`src/hdl/policer_config.svh`:
```
// build-time constants for the ingress policer.
// port count, field widths and the legal frame length window.

`ifndef POLICER_CONFIG_SVH
`define POLICER_CONFIG_SVH

// ----------------------------------------------------------------------
// ports and beat fields
// ----------------------------------------------------------------------

`define POL_NUM_PORTS   4      // ingress ports policed.
`define POL_LEN_BITS    12     // packet byte length field.
`define POL_TAG_BITS    16     // opaque packet tag.

// ----------------------------------------------------------------------
// token bucket fixed point format
// ----------------------------------------------------------------------

// bucket fill is whole.fraction bytes.
`define POL_WHOLE_BITS  16
`define POL_FRAC_BITS   4      // drain resolution is 1/16 byte per cycle.

// ----------------------------------------------------------------------
// length screen and statistics
// ----------------------------------------------------------------------

`define POL_MTU_BYTES   2000   // longest legal packet.
`define POL_MIN_BYTES   64     // shortest legal frame.
`define POL_CNT_BITS    16     // saturating drop counters.

`endif

```
`src/hdl/policer_pkg.sv`:
```
// shared types of the ingress policer.
// beat fields, token bucket format and drop counters.

`include "policer_config.svh"

package policer_pkg;

    // ------------------------------------------------------------------
    // metadata beat fields
    // ------------------------------------------------------------------

    // index of the ingress port a packet arrived on.
    typedef logic [$clog2(`POL_NUM_PORTS)-1:0] port_t;

    typedef logic [`POL_LEN_BITS-1:0] byte_len_t;   // packet length in bytes.

    // carried through untouched so the beat can be matched downstream.
    typedef logic [`POL_TAG_BITS-1:0] pkt_tag_t;

    // ------------------------------------------------------------------
    // token bucket
    // ------------------------------------------------------------------

    // fill level in bytes, fixed point.
    typedef struct packed {
        logic [`POL_WHOLE_BITS-1:0] whole;     // integer bytes.
        logic [`POL_FRAC_BITS-1:0]  fraction;  // sub-byte remainder.
    } bucket_t;

    // per-cycle drain, same layout as the fill level so the two subtract directly.
    typedef bucket_t bucket_decrement_t;

    // bucket limit, compared against the whole part only.
    typedef logic [`POL_WHOLE_BITS-1:0] bucket_depth_threshold_t;

    // ------------------------------------------------------------------
    // statistics
    // ------------------------------------------------------------------

    typedef logic [`POL_CNT_BITS-1:0] drop_cnt_t;   // sticks at all ones.

endpackage

```
`src/hdl/rate_policer.sv`:
```
// per-port token bucket rate policer.
// marks a beat one cycle later when it would overfill its port's bucket.

`timescale 1ns/100ps
`include "policer_config.svh"

module rate_policer
    import policer_pkg::*;
(
    input  logic                    packet_in,
    input  logic                    arst_n,

    input  logic                    pkt_valid,
    input  port_t                   ingress_port,
    input  byte_len_t               byte_length,

    input  logic [`POL_NUM_PORTS-1:0] policer_enable,
    input  bucket_decrement_t       bucket_decrement       [`POL_NUM_PORTS-1:0],
    input  bucket_depth_threshold_t bucket_depth_threshold [`POL_NUM_PORTS-1:0],

    output logic                    rate_drop
);

    // ------------------------------------------------------------------
    // widths
    // ------------------------------------------------------------------

    localparam int NUM_PORTS  = `POL_NUM_PORTS;
    localparam int WHOLE_BITS = `POL_WHOLE_BITS;
    localparam int FRAC_BITS  = `POL_FRAC_BITS;
    localparam int BKT_BITS   = WHOLE_BITS + FRAC_BITS;
    localparam int ACC_BITS   = BKT_BITS + 1;     // one carry bit for fill + length.
    localparam int CMP_BITS   = WHOLE_BITS + 1;   // threshold compare with carry.

    // ------------------------------------------------------------------
    // state
    // ------------------------------------------------------------------

    bucket_t              bucket_q [NUM_PORTS-1:0];
    bucket_t              bucket_d [NUM_PORTS-1:0];
    logic [NUM_PORTS-1:0] port_hit;     // beat addressed to this port.
    logic [NUM_PORTS-1:0] port_over;    // beat would exceed the threshold.
    logic [ACC_BITS-1:0]  fill;         // packet length in bucket units.

    // adds a fill amount, then drains, flooring the result at zero.
    function automatic bucket_t fill_and_drain(
        input bucket_t             level,
        input logic [ACC_BITS-1:0] add,
        input bucket_decrement_t   drain
    );
        logic [ACC_BITS-1:0] total;
        logic [ACC_BITS-1:0] sub;
        logic [ACC_BITS-1:0] diff;
        total = {1'b0, level} + add;
        sub   = {1'b0, drain};
        diff  = total - sub;
        if (total > sub) begin
            fill_and_drain = bucket_t'(diff[BKT_BITS-1:0]);
        end else begin
            fill_and_drain = '0;
        end
    endfunction

    // length moves into the whole part of the bucket.
    assign fill = ACC_BITS'({byte_length, {FRAC_BITS{1'b0}}});

    // ------------------------------------------------------------------
    // bucket update, all ports in parallel
    // ------------------------------------------------------------------

    always_comb begin
        for (int p = 0; p < NUM_PORTS; p++) begin
            port_hit[p]  = pkt_valid && (ingress_port == port_t'(p));
            port_over[p] = ({1'b0, bucket_q[p].whole} + CMP_BITS'(byte_length))
                           > {1'b0, bucket_depth_threshold[p]};

            if (!policer_enable[p]) begin
                bucket_d[p] = '0;                  // disabled port holds no tokens.
            end else if (port_hit[p] && !port_over[p]) begin
                bucket_d[p] = fill_and_drain(bucket_q[p], fill, bucket_decrement[p]);
            end else begin
                // idle or over the limit, drain only.
                bucket_d[p] = fill_and_drain(bucket_q[p], '0, bucket_decrement[p]);
            end
        end
    end

    always_ff @(posedge packet_in or negedge arst_n) begin
        if (!arst_n) begin
            bucket_q  <= '{default: '0};
            rate_drop <= 1'b0;
        end else begin
            bucket_q  <= bucket_d;
            rate_drop <= |(port_hit & port_over & policer_enable);   // at most one hit.
        end
    end

    // ------------------------------------------------------------------
    // checks
    // ------------------------------------------------------------------

    for (genvar p = 0; p < NUM_PORTS; p++) begin : g_port_chk
        // a port that is switched off starts from an empty bucket.
        a_disabled_empty: assert property (
            @(posedge packet_in) disable iff (!arst_n)
            !policer_enable[p] |=> (bucket_q[p] == '0)
        );
    end

endmodule

```
`src/hdl/length_screen.sv`:
```
// length screen against the MTU and minimum frame size.
// also carries the beat fields one cycle, aligned with the rate mark.

`timescale 1ns/100ps
`include "policer_config.svh"

module length_screen
    import policer_pkg::*;
(
    input  logic      packet_in,
    input  logic      arst_n,

    input  logic      pkt_valid,
    input  port_t     ingress_port,
    input  byte_len_t byte_length,
    input  pkt_tag_t  pkt_tag,

    output logic      len_valid,
    output logic      len_drop,
    output port_t     len_port,
    output byte_len_t len_length,
    output pkt_tag_t  len_tag
);

    // ------------------------------------------------------------------
    // legal length window
    // ------------------------------------------------------------------

    localparam byte_len_t MTU_LEN = byte_len_t'(`POL_MTU_BYTES);
    localparam byte_len_t MIN_LEN = byte_len_t'(`POL_MIN_BYTES);

    logic bad_length;

    // both bounds are inclusive.
    assign bad_length = (byte_length > MTU_LEN) || (byte_length < MIN_LEN);

    // ------------------------------------------------------------------
    // registered verdict
    // ------------------------------------------------------------------

    always_ff @(posedge packet_in or negedge arst_n) begin
        if (!arst_n) begin
            len_valid <= 1'b0;
            len_drop  <= 1'b0;
        end else begin
            len_valid <= pkt_valid;
            len_drop  <= pkt_valid && bad_length;   // only a real beat is marked.
        end
    end

    // beat fields, loaded only on a valid beat.
    always_ff @(posedge packet_in) begin
        if (pkt_valid) begin
            len_port   <= ingress_port;
            len_length <= byte_length;
            len_tag    <= pkt_tag;
        end
    end

    // ------------------------------------------------------------------
    // checks
    // ------------------------------------------------------------------

    a_drop_has_beat: assert property (
        @(posedge packet_in) disable iff (!arst_n)
        len_drop |-> len_valid
    );

endmodule

```
`src/hdl/drop_marker.sv`:
```
// joins the rate and length verdicts into the marked output beat.
// keeps one saturating drop counter per reason.

`timescale 1ns/100ps

module drop_marker
    import policer_pkg::*;
(
    input  logic      packet_in,
    input  logic      arst_n,

    // aligned beat from the length screen.
    input  logic      len_valid,
    input  logic      len_drop,
    input  port_t     len_port,
    input  byte_len_t len_length,
    input  pkt_tag_t  len_tag,

    // mark from the rate policer, same cycle.
    input  logic      rate_drop,

    output logic      out_valid,
    output port_t     out_port,
    output byte_len_t out_length,
    output pkt_tag_t  out_tag,
    output logic      out_drop_rate,
    output logic      out_drop_length,
    output logic      out_drop,
    output drop_cnt_t drop_cnt_rate,
    output drop_cnt_t drop_cnt_length
);

    // ------------------------------------------------------------------
    // output beat
    // ------------------------------------------------------------------

    assign out_valid       = len_valid;
    assign out_port        = len_port;
    assign out_length      = len_length;
    assign out_tag         = len_tag;
    assign out_drop_rate   = rate_drop;
    assign out_drop_length = len_drop;
    assign out_drop        = rate_drop || len_drop;    // either reason drops.

    // ------------------------------------------------------------------
    // drop statistics
    // ------------------------------------------------------------------

    logic rate_inc;
    logic length_inc;

    // a full counter stays put.
    assign rate_inc   = out_valid && out_drop_rate   && (drop_cnt_rate   != '1);
    assign length_inc = out_valid && out_drop_length && (drop_cnt_length != '1);

    always_ff @(posedge packet_in or negedge arst_n) begin
        if (!arst_n) begin
            drop_cnt_rate   <= '0;
            drop_cnt_length <= '0;
        end else begin
            if (rate_inc) begin
                drop_cnt_rate <= drop_cnt_rate + 1'b1;
            end
            if (length_inc) begin
                drop_cnt_length <= drop_cnt_length + 1'b1;
            end
        end
    end

    // ------------------------------------------------------------------
    // checks
    // ------------------------------------------------------------------

    // the rate mark must line up with the beat delayed by the length screen.
    a_rate_mark_aligned: assert property (
        @(posedge packet_in) disable iff (!arst_n)
        out_drop_rate |-> out_valid
    );

endmodule

```
`src/hdl/ingress_policer.sv`:
```
// top level of the ingress policer.
// rate policer and length screen in parallel, joined by the drop marker.

`timescale 1ns/100ps
`include "policer_config.svh"

module ingress_policer
    import policer_pkg::*;
(
    input  logic                    packet_in,
    input  logic                    arst_n,

    // input metadata beat.
    input  logic                    pkt_valid,
    input  port_t                   ingress_port,
    input  byte_len_t               byte_length,
    input  pkt_tag_t                pkt_tag,

    // quasi-static configuration.
    input  logic [`POL_NUM_PORTS-1:0] policer_enable,
    input  bucket_decrement_t       bucket_decrement       [`POL_NUM_PORTS-1:0],
    input  bucket_depth_threshold_t bucket_depth_threshold [`POL_NUM_PORTS-1:0],

    // marked output beat, one cycle behind the input.
    output logic                    out_valid,
    output port_t                   out_port,
    output byte_len_t               out_length,
    output pkt_tag_t                out_tag,
    output logic                    out_drop_rate,
    output logic                    out_drop_length,
    output logic                    out_drop,
    output drop_cnt_t               drop_cnt_rate,
    output drop_cnt_t               drop_cnt_length
);

    // ------------------------------------------------------------------
    // verdicts, both one cycle behind the input beat
    // ------------------------------------------------------------------

    logic      rate_drop;
    logic      len_valid;
    logic      len_drop;
    port_t     len_port;
    byte_len_t len_length;
    pkt_tag_t  len_tag;

    rate_policer u_rate_policer (
        .packet_in              (packet_in),
        .arst_n                 (arst_n),
        .pkt_valid              (pkt_valid),
        .ingress_port           (ingress_port),
        .byte_length            (byte_length),
        .policer_enable         (policer_enable),
        .bucket_decrement       (bucket_decrement),
        .bucket_depth_threshold (bucket_depth_threshold),
        .rate_drop              (rate_drop)
    );

    length_screen u_length_screen (
        .packet_in    (packet_in),
        .arst_n       (arst_n),
        .pkt_valid    (pkt_valid),
        .ingress_port (ingress_port),
        .byte_length  (byte_length),
        .pkt_tag      (pkt_tag),
        .len_valid    (len_valid),
        .len_drop     (len_drop),
        .len_port     (len_port),
        .len_length   (len_length),
        .len_tag      (len_tag)
    );

    drop_marker u_drop_marker (
        .packet_in       (packet_in),
        .arst_n          (arst_n),
        .len_valid       (len_valid),
        .len_drop        (len_drop),
        .len_port        (len_port),
        .len_length      (len_length),
        .len_tag         (len_tag),
        .rate_drop       (rate_drop),
        .out_valid       (out_valid),
        .out_port        (out_port),
        .out_length      (out_length),
        .out_tag         (out_tag),
        .out_drop_rate   (out_drop_rate),
        .out_drop_length (out_drop_length),
        .out_drop        (out_drop),
        .drop_cnt_rate   (drop_cnt_rate),
        .drop_cnt_length (drop_cnt_length)
    );

endmodule

```
`config.mk`:
```
export PLATFORM = sky130hd
export DESIGN_NAME = ingress_policer
export DESIGN_NICKNAME = d
export VERILOG_FILES = /design/src/hdl/policer_pkg.sv /design/src/hdl/rate_policer.sv /design/src/hdl/length_screen.sv /design/src/hdl/drop_marker.sv /design/src/hdl/ingress_policer.sv
export VERILOG_INCLUDE_DIRS = /design/src /design/src/hdl
export SDC_FILE = /design/constraint.sdc
export NUM_CORES = 1
export LEC_CHECK = 0
export ABC_AREA = 0
export ABC_CLOCK_PERIOD_IN_PS = 9800
export BUFFER_PORTS_ARGS = -buffer_cell sky130_fd_sc_hd__buf_2
export CAP_MARGIN = 10
export CORE_MARGIN = 2
export CORE_UTILIZATION = 50
export DETAILED_ROUTE_END_ITERATION = 10
export GPL_ROUTABILITY_DRIVEN = 0
export GPL_TIMING_DRIVEN = 0
export PLACE_DENSITY = 0.8
export SYNTH_ARGS = -nofsm -noshare
export SYNTH_HDL_FRONTEND = slang
export SYNTH_SLANG_ARGS = --single-unit
```
`constraint.sdc`:
```
create_clock -name packet_in -period 9.8 [get_ports packet_in]
set_clock_uncertainty 0.1 [all_clocks]
set_input_delay 1.47 -clock packet_in [delete_from_list [all_inputs] [get_ports packet_in]]
set_output_delay 1.47 -clock packet_in [all_outputs]
set_load 0.02 [all_outputs]
```
======== Word level (Yosys, flattened, before mapping) ========
Cells that the tools add are included.
storage, ports and cells
  flip-flop bits (word level) ............. 145
  bits in latches ......................... 0
  RAM bits ................................ 0
  memory bits (read-only) ................. 0
  output and inout bits ................... 66
  word-level logic and storage cells ...... 92
  memories kept ........................... 0
operators by class
  $add $sub $neg .......................... 18
  multiply operators ...................... 0
  div/mod/pow operators ................... 0
  magnitude comparators ................... 14
  equality and inequality tests ........... 5
  shifts and indexed selects .............. 0
  muxes and demuxes ....................... 16
  bitwise gates (word level) .............. 2
  reduce and logical (&&, ||, !) cells .... 21
operators with widths
  kind                                                             count
  two-way mux 20 bit                                               16
  subtractor 20 bit                                                8
  adder 20 x 16 -> 21 bit                                          4
  greater-than comparator 21 x 20 -> 1 bit                         4
  greater-than comparator 20 bit                                   4
  adder 16 x 12 -> 17 bit                                          4
  greater-than comparator 17 x 16 -> 1 bit                         4
  adder 16 x 1 -> 16 bit, second input constant                    2
  != test 16 bit, second input constant                            2
  logical AND 1 bit                                                13
  greater-than comparator 12 x 11 -> 1 bit, second input constant  1
  < comparator 12 x 7 -> 1 bit, second input constant              1
  bitwise AND 4 bit                                                2
  == test 2 bit, second input constant                             2
  zero test 1 bit                                                  4
  OR reduction 4 bit                                               1
  == test 2 x 1 -> 1 bit, second input constant                    1
  zero test 2 bit                                                  1
  logical OR 1 bit                                                 2

======== Depth between registers and ports, before layout ========
Gate-level depths: netlist of run 1.
  depth after elaboration ................. 6
  depth in mapped cells ................... 22
  gate-level depth less buffers ........... 21

======== Modules after synthesis ========
From an unflattened synthesis of run 1, not the netlist that was laid out.
second synthesis, totals
  cell total of the unflattened synthesis .. 2,088
  area, all modules ....................... 17,284.1 um^2
by module, submodules not included
  module         times used  cells an instance  area an instance (um^2)  sequential area each (um^2)
  rate_policer   1           1,882              14,521.4                 2,026.9
  drop_marker    1           166                1,755.4                  800.8
  length_screen  1           40                 1,007.2                  950.9

======== Worst setup path after synthesis of run 1 ========
No wires, ideal clock.
  path type ............................... input -> register
  start ................................... input byte_length[1]
  end ..................................... register u_rate_policer.bucket_q[11] (netlist name)
  data arrival time ....................... 5,208 ps
  data required time ...................... 9,617 ps
  setup slack ............................. 4,410 ps
  stages on the path ...................... 20
  path buffers ............................ 1
  path through ............................ ha_1 > a21o_1 > a21oi_1 > o21bai_1 > a211o_1 > nand3_1 > a31oi_1 > a21o_1 > nand2_1 > xnor2_1 > ha_1 > or4_1 > a32oi_1 > o21ai_0 > a32oi_1 > nand3_1 > a211oi_1 > buf_2 > nand2_2 > o22ai_1
RTL lines
  element               RTL line               source
  start, declared       ingress_policer.sv:16  input byte_len_t byte_length,
  end signal, assigned  rate_policer.sv:93     bucket_q <= bucket_d;
  end, declared         rate_policer.sv:39     bucket_t bucket_q [NUM_PORTS-1:0];

==> results of run 1 <==
[cell usage in the layout, fill, tap and decap left out, drive strengths merged, types with 13 or more instances in the layout]
cell | synthesis | final
nand3 | 65 | 65
o21ai | 72 | 72
a21o | 73 | 73
o21a | 27 | 27
dfrtp | 115 | 115
nor3 | 50 | 50
inv | 205 | 211
o211ai | 14 | 14
and3 | 20 | 20
nor2b | 52 | 52
xor2 | 77 | 77
nor2 | 147 | 147
o21bai | 21 | 21
clkbuf | 14 | 33
buf | 7 | 253
edfxtp | 30 | 30
nand2 | 115 | 115
nand4 | 32 | 32
or3 | 13 | 13
xnor2 | 120 | 120
a211oi | 26 | 26
a21oi | 152 | 152
a31oi | 17 | 17
nand2b | 23 | 23
ha | 258 | 258
a22oi | 39 | 39
[logic make-up after synthesis]
| logic type | count (synthesis) | share of synthesized area |
|---|---|---|
| adders and majority gates | 266 | 0.207 |
| muxes | 3 | 0.00199 |
| and+or+nand+nor | 573 | 0.175 |
| AOI/OAI and AO/OA | 553 | 0.226 |
| buffers and inverters | 226 | 0.0528 |
| DFF | 145 | 0.231 |
| xor gates and xnor gates | 197 | 0.106 |
[stage by stage]
stage	cell area, um^2	total power, W	hold WS [ps]	worst slack (ps)
final	18800	0.00190	394	3190
after CTS	18800	0.00191	389	3290
after global routing	18800	0.00199	409	2870
after global placement	18100	0.00116	373	2860
after floorplan	16300	0.00101	487	4410
after detailed placement	18200	0.00118	375	2810
[state kept, by name, summed over array words and instances, names as in the netlist]
name / count
u_drop_marker.drop_cnt_rate: 16
u_drop_marker.drop_cnt_length: 16
u_length_screen.len_valid: 1
u_length_screen.len_tag: 16
u_length_screen.len_port: 2
u_rate_policer.rate_drop: 1
u_length_screen.len_length: 12
u_length_screen.len_drop: 1
u_rate_policer.bucket_q: 80
[cell type report]
| cell class | instances | area [um^2] | area share |
|---|---|---|---|
| tap | 442 | 553 | 0.0294 |
| clock buffer | 19 | 453 | 0.0241 |
| multi-input combinational | 1592 | 11700 | 0.623 |
| antenna | 4 | 10.0 | 0.000532 |
| timing repair buffer | 246 | 1260 | 0.0670 |
| buffer | 21 | 93.8 | 0.00499 |
| sequential | 145 | 3780 | 0.201 |
| inverter | 205 | 769 | 0.0409 |
| clock inverter | 13 | 173 | 0.00919 |
[final timing paths]
path | cells past startpoint | start | endpoint
worst max-delay path | 22 | byte_length[1] | u_rate_policer.bucket_q[75]
worst min-delay path | 1 | u_drop_marker.drop_cnt_rate[4] | u_drop_marker.drop_cnt_rate[4]
worst max register to register | 22 | u_rate_policer.bucket_q[64] | u_rate_policer.bucket_q[75]
worst min register to register | 1 | u_drop_marker.drop_cnt_rate[4] | u_drop_marker.drop_cnt_rate[4]
max in group asynchronous | 2 | arst_n | u_drop_marker.drop_cnt_rate[1]
min in group asynchronous | 1 | arst_n | u_rate_policer.bucket_q[24]
[power by group through the flow]
stage                     clock, W  sequential [W]  combinational [W]
after floorplan                  0        0.000691           0.000317
after CTS                 0.000737        0.000655           0.000515
after detailed placement         0        0.000667           0.000511
after global placement           0        0.000666           0.000494
after global routing      0.000760        0.000658           0.000574
final                     0.000726        0.000655           0.000522
[layer usage]
metal | GRT usage | up-vias | wire length (um) | share of wire
met5 | 0 | - | 0 | 0
met4 | 0.119 | 0 | 1720 | 0.035
met3 | 0.0470 | 118 | 3520 | 0.072
met2 | 0.473 | 695 | 22600 | 0.47
met1 | 0.364 | 7455 | 20800 | 0.43
li1 | - | 7655 | - | -
==> out/metrics.cfg, run 1 <==
[logic_synthesis]
ys_seq_area_frac=0.231
syn_avg_cell_area_um2=8.33
synth.top_cell.area_share=0.197
synth_top_area_cell=ha_1
netlist_top_cells_area=ha_1 20%, dfrtp_1 18%, xnor2_1 6.4%
yosysMostFrequentCell=ha_1
ys_dominant_reg_cell=dfrtp_1
synth_area_um2=16300
synthTopCellsByCount=258 x ha_1, 205 x inv_1, 152 x a21oi_1
yosysWarnings=0
ys_types=78
syn_inst=1963
syn-num-nets=2410
ys_ff_latch=145
async_flop_share=0.793
synth_edf_count=30

[worst_setup_path]
worstSetupPathType=in2reg
cp_max_fo=10
critPathRequiredTime_ps=10090
startpoint_type=input pin
path_common_cell=a211oi_1
critical_path.cell_chain=buf_2, inv_1, fa_1, nand2b_1, a211oi_1, o21a_1, and2_1, o21ai_0, nand2b_1, xor2_1, ha_1, a211oi_1, o21ai_0, a211oi_1, a211oi_1, a21oi_1, and4_1, o211a_1, clkbuf_1, buf_2, a22oi_1, nor2b_1
path_delay_family=compound AO/OA/AOI/OAI gates
arrival_ps=6890
slowest_stage=a211oi_1
end_kind=flip-flop
path_buf_inv=4
slowest_delay_ps=560
r2r_slack_ps=4260

[sta]
fin_crit_sh=0.674
tightest_slew_ps=908
finalHoldViolations=0
fin_crit_ps=6610
setup_tns_ps=0
slew_headroom=0.395
fmax_mhz=151
rsz0062_at_grt=false
drv_slew=0
setup_viol_count_final=0

[floorplan]
die_w_um=185
io_pins=247
core.rowCount=66
fp.coreArea_um2=32400
chipHeight_um=185
die_area_um2=34200
initial_core_util=0.505

[clock_tree]
clk_path_buf_depth=2
cts_num_sinks=145
hold_buffers=0
h-tree-depth=4
clockRootBuffer=clkbuf_16
cts-buffers-inserted=17
cts_tree=built
clkLatencyLatePin_ps=460
cts_setup_buffers=0
post_cts_resized=0
clk_pin_slew_ps=70

[power_and_ir_drop]
clockPowerShare=0.381
switchingPower_w=0.000636
vdd.ir_drop.worst_uv=124
p_leak_nw=9.80
switching_share=0.334
seqPwrFrac=0.344
cellPowerDensity_nw_per_um2=101
internal_power_w=0.00127
power_frac_comb=0.274

[global_routing]
grt_pass1_wl_mm=77.0
grt_overflow=0
grtUsageTotal=0.284
antenna_found_initial=4
grt_pass1_vias=15600
grt_max_degree=77

[place]
dp_hpwl_mm=38.5
post-place-cells=2651
portBuffers=245

[route]
final_antenna_net_count=0
wl_per_cell_um=18.1
avgViaCountPerCell=5.93
drt-total-wl_mm=48.6
drc=0
dr.first_iter.drc_count=1412
first_pass_iters=6
via_count=15900

[layout]
area_growth_pct=15.0
fin_nets=2675
instances_no_fill=2687
final_util=0.581
n_fill_cell=2948
drive_gt1_frac=0.139

[run]
cap_violations=0

[outcome]
status=finished, final reports clean

[hold_path]
hold_class=reg2reg

(Power assumes the default switching activity.)
==> inputs of run 2 (changes only) <==
--- a/config.mk
+++ b/config.mk
@@ -7,7 +7,7 @@
 export NUM_CORES = 1
 export LEC_CHECK = 0
 export ABC_AREA = 0
-export ABC_CLOCK_PERIOD_IN_PS = 9800
+export ABC_CLOCK_PERIOD_IN_PS = 6400
 export BUFFER_PORTS_ARGS = -buffer_cell sky130_fd_sc_hd__buf_2
 export CAP_MARGIN = 10
 export CORE_MARGIN = 2
==> constraint.sdc (replaced) <==
create_clock -name packet_in -period 6.4 [get_ports packet_in]
set_clock_uncertainty 0.1 [all_clocks]
set_input_delay 0.96 -clock packet_in [delete_from_list [all_inputs] [get_ports packet_in]]
set_output_delay 0.96 -clock packet_in [all_outputs]
set_load 0.02 [all_outputs]
==> run 2 against run 1 <==
Non-clock buffer count stayed put. Combinational power is 53% higher. First-iteration DRC count is 1.1% lower. Sequential cell count stayed put. Global-route usage stayed put. Clock power is 53% higher. Utilization hardly changed. Cell count stayed put. Design area hardly changed. Via count hardly changed. Critical path depth stayed put. Largest power group unchanged.
==> out/metrics.cfg, run 2 (same netlist as run 1, synthesis figures left out) <==
[hold_path]
hold_class=in2async

[sta]
fmax_mhz=170
drv_slew=0
finalHoldViolations=0
slew_headroom=0.396
tightest_slew_ps=905
setup_viol_count_final=0
fin_crit_sh=0.917
rsz0062_at_grt=false
fin_crit_ps=5870
fin_ws_ps=533

[route]
drt-total-wl_mm=48.7
via_count=15900
drc=0
wl_per_cell_um=18.1
final_antenna_net_count=0
wl_met1_mm=20.8
avgViaCountPerCell=5.93
dr.first_iter.drc_count=1396
wl_met2_mm=22.6
first_pass_iters=6
top_layer_used=met4
wl_met3_mm=3.51

[place]
place_area_um2=18200
dp_hpwl_mm=38.5
portBuffers=245
dpl_worst_slack_ps=-78.7

[clock_tree]
hold_buffers=0
clockRootBuffer=clkbuf_16
h-tree-depth=4
cts_tree=built
post_cts_resized=0
clk_path_buf_depth=2
cts_num_sinks=145
clk_pin_slew_ps=60
cts_setup_buffers=0
cts-buffers-inserted=17
clkLatencyLatePin_ps=470

[layout]
regMostFlops=u_rate_policer.bucket_q
largest_register_ffs=80
final_common_cell=ha_1
n_fill_cell=2948
final_cell_mix=258 x ha_1, 249 x buf_2, 205 x inv_1, 152 x a21oi_1, 146 x nor2_1
final_util=0.581
fin_area_um2=18800
fin_nets=2675
drive_gt1_frac=0.140
area_growth_pct=15.0

[global_routing]
grt_overflow=0
grtUsageTotal=0.284
grt_pass1_wl_mm=77.0
grt_max_degree=77
antenna_found_initial=4
grt_pass1_vias=15600

[worst_setup_path]
path_common_cell=a211oi_1
critical_path.cell_chain=buf_2, inv_1, fa_1, nand2b_1, a211oi_2, o21a_1, and2_1, o21ai_0, nand2b_1, xor2_1, ha_1, a211oi_1, o21ai_0, a211oi_1, a211oi_1, a21oi_1, and4_1, o211a_1, clkbuf_1, buf_2, a22oi_1, nor2b_1
startpoint_type=input pin
path_delay_family=compound AO/OA/AOI/OAI gates
slowest_delay_ps=530
critPathRequiredTime_ps=6680
worstSetupPathType=in2reg
cp_max_fo=10
r2r_start=u_rate_policer.bucket_q[25]
r2r_end=u_rate_policer.bucket_q[24]
r2r_slack_ps=870
arrival_ps=6150
slowest_stage=fa_1
end_kind=flip-flop
r2r_cells=19
path_buf_inv=4

[floorplan]
io_pins=247
chipHeight_um=185
initial_core_util=0.505
core.rowCount=66
fp.coreArea_um2=32400
die_w_um=185
die_area_um2=34200

[run]
cap_violations=0

[power_and_ir_drop]
cellPowerDensity_nw_per_um2=155
p_leak_nw=9.80
vdd.ir_drop.worst_uv=191

[outcome]
status=finished, final reports clean

-- run 2: worst max path at each step --
| stage | from | endpoint | depth (start not counted) |
|---|---|---|---|
| final | byte_length[1] | u_rate_policer.bucket_q[76] | 22 |
| after global routing | byte_length[1] | u_rate_policer.bucket_q[63] | 21 |
| after CTS | byte_length[1] | u_rate_policer.bucket_q[67] | 22 |
| after detailed placement | byte_length[1] | u_rate_policer.bucket_q[67] | 22 |
| after global placement | byte_length[1] | u_rate_policer.bucket_q[70] | 22 |
| after floorplan | byte_length[1] | u_rate_policer.bucket_q[11] | 20 |
-- run 2: where the power goes --
group	leakage (nW)	switching [W]	internal [W]
combinational	7.61	0.000480	0.000319
sequential	1.89	0.0000253	0.000978
clock	0.307	0.000471	0.000642
-- run 2: final cells by class --
class	instances	area [um^2]	area share
Tap cell	442	553	0.0294
Antenna cell	4	10.0	0.000532
Inverter	205	769	0.0409
Sequential cell	145	3780	0.201
Buffer	21	93.8	0.00499
Multi-Input combinational cell	1592	11700	0.623
Clock buffer	19	453	0.0241
Timing Repair Buffer	246	1260	0.0670
Clock inverter	13	173	0.00918
-- run 2: metal layers --
metal,vias to the layer above,track usage
li1,7656,-
met1,7462,0.364
met2,702,0.473
met3,117,0.0470
met4,0,0.119
met5,-,0
-- run 2: worst reg2reg max path: stages, from the launching register on --
cell,delay (ps)
dfrtp_1,420
ha_1,280
a21o_1,180
a21o_1,210
a21oi_1,210
o21bai_1,120
a21oi_1,290
o21ai_0,220
a2111oi_0,710
o41ai_1,270
ha_1,250
a2111oi_0,310
o21ai_0,160
o21a_1,190
a2111oi_2,340
o32ai_1,200
a211o_1,340
nor2_4,190
a22oi_1,120
a211oi_1,310
-- run 2: per-stage QoR --
| step | std cells | hold WS (ps) | power, W | TNS (ps) |
|---|---|---|---|---|
| CTS | 2683 | 323 | 0.00292 | 0 |
| finish | 2687 | 324 | 0.00292 | 0 |
| floorplan | 1963 | 487 | 0.00154 | 0 |
| detailed placement | 2651 | 375 | 0.00180 | -457 |
| global route | 2687 | 337 | 0.00305 | 0 |
| global placement | 2650 | 373 | 0.00178 | -78.9 |
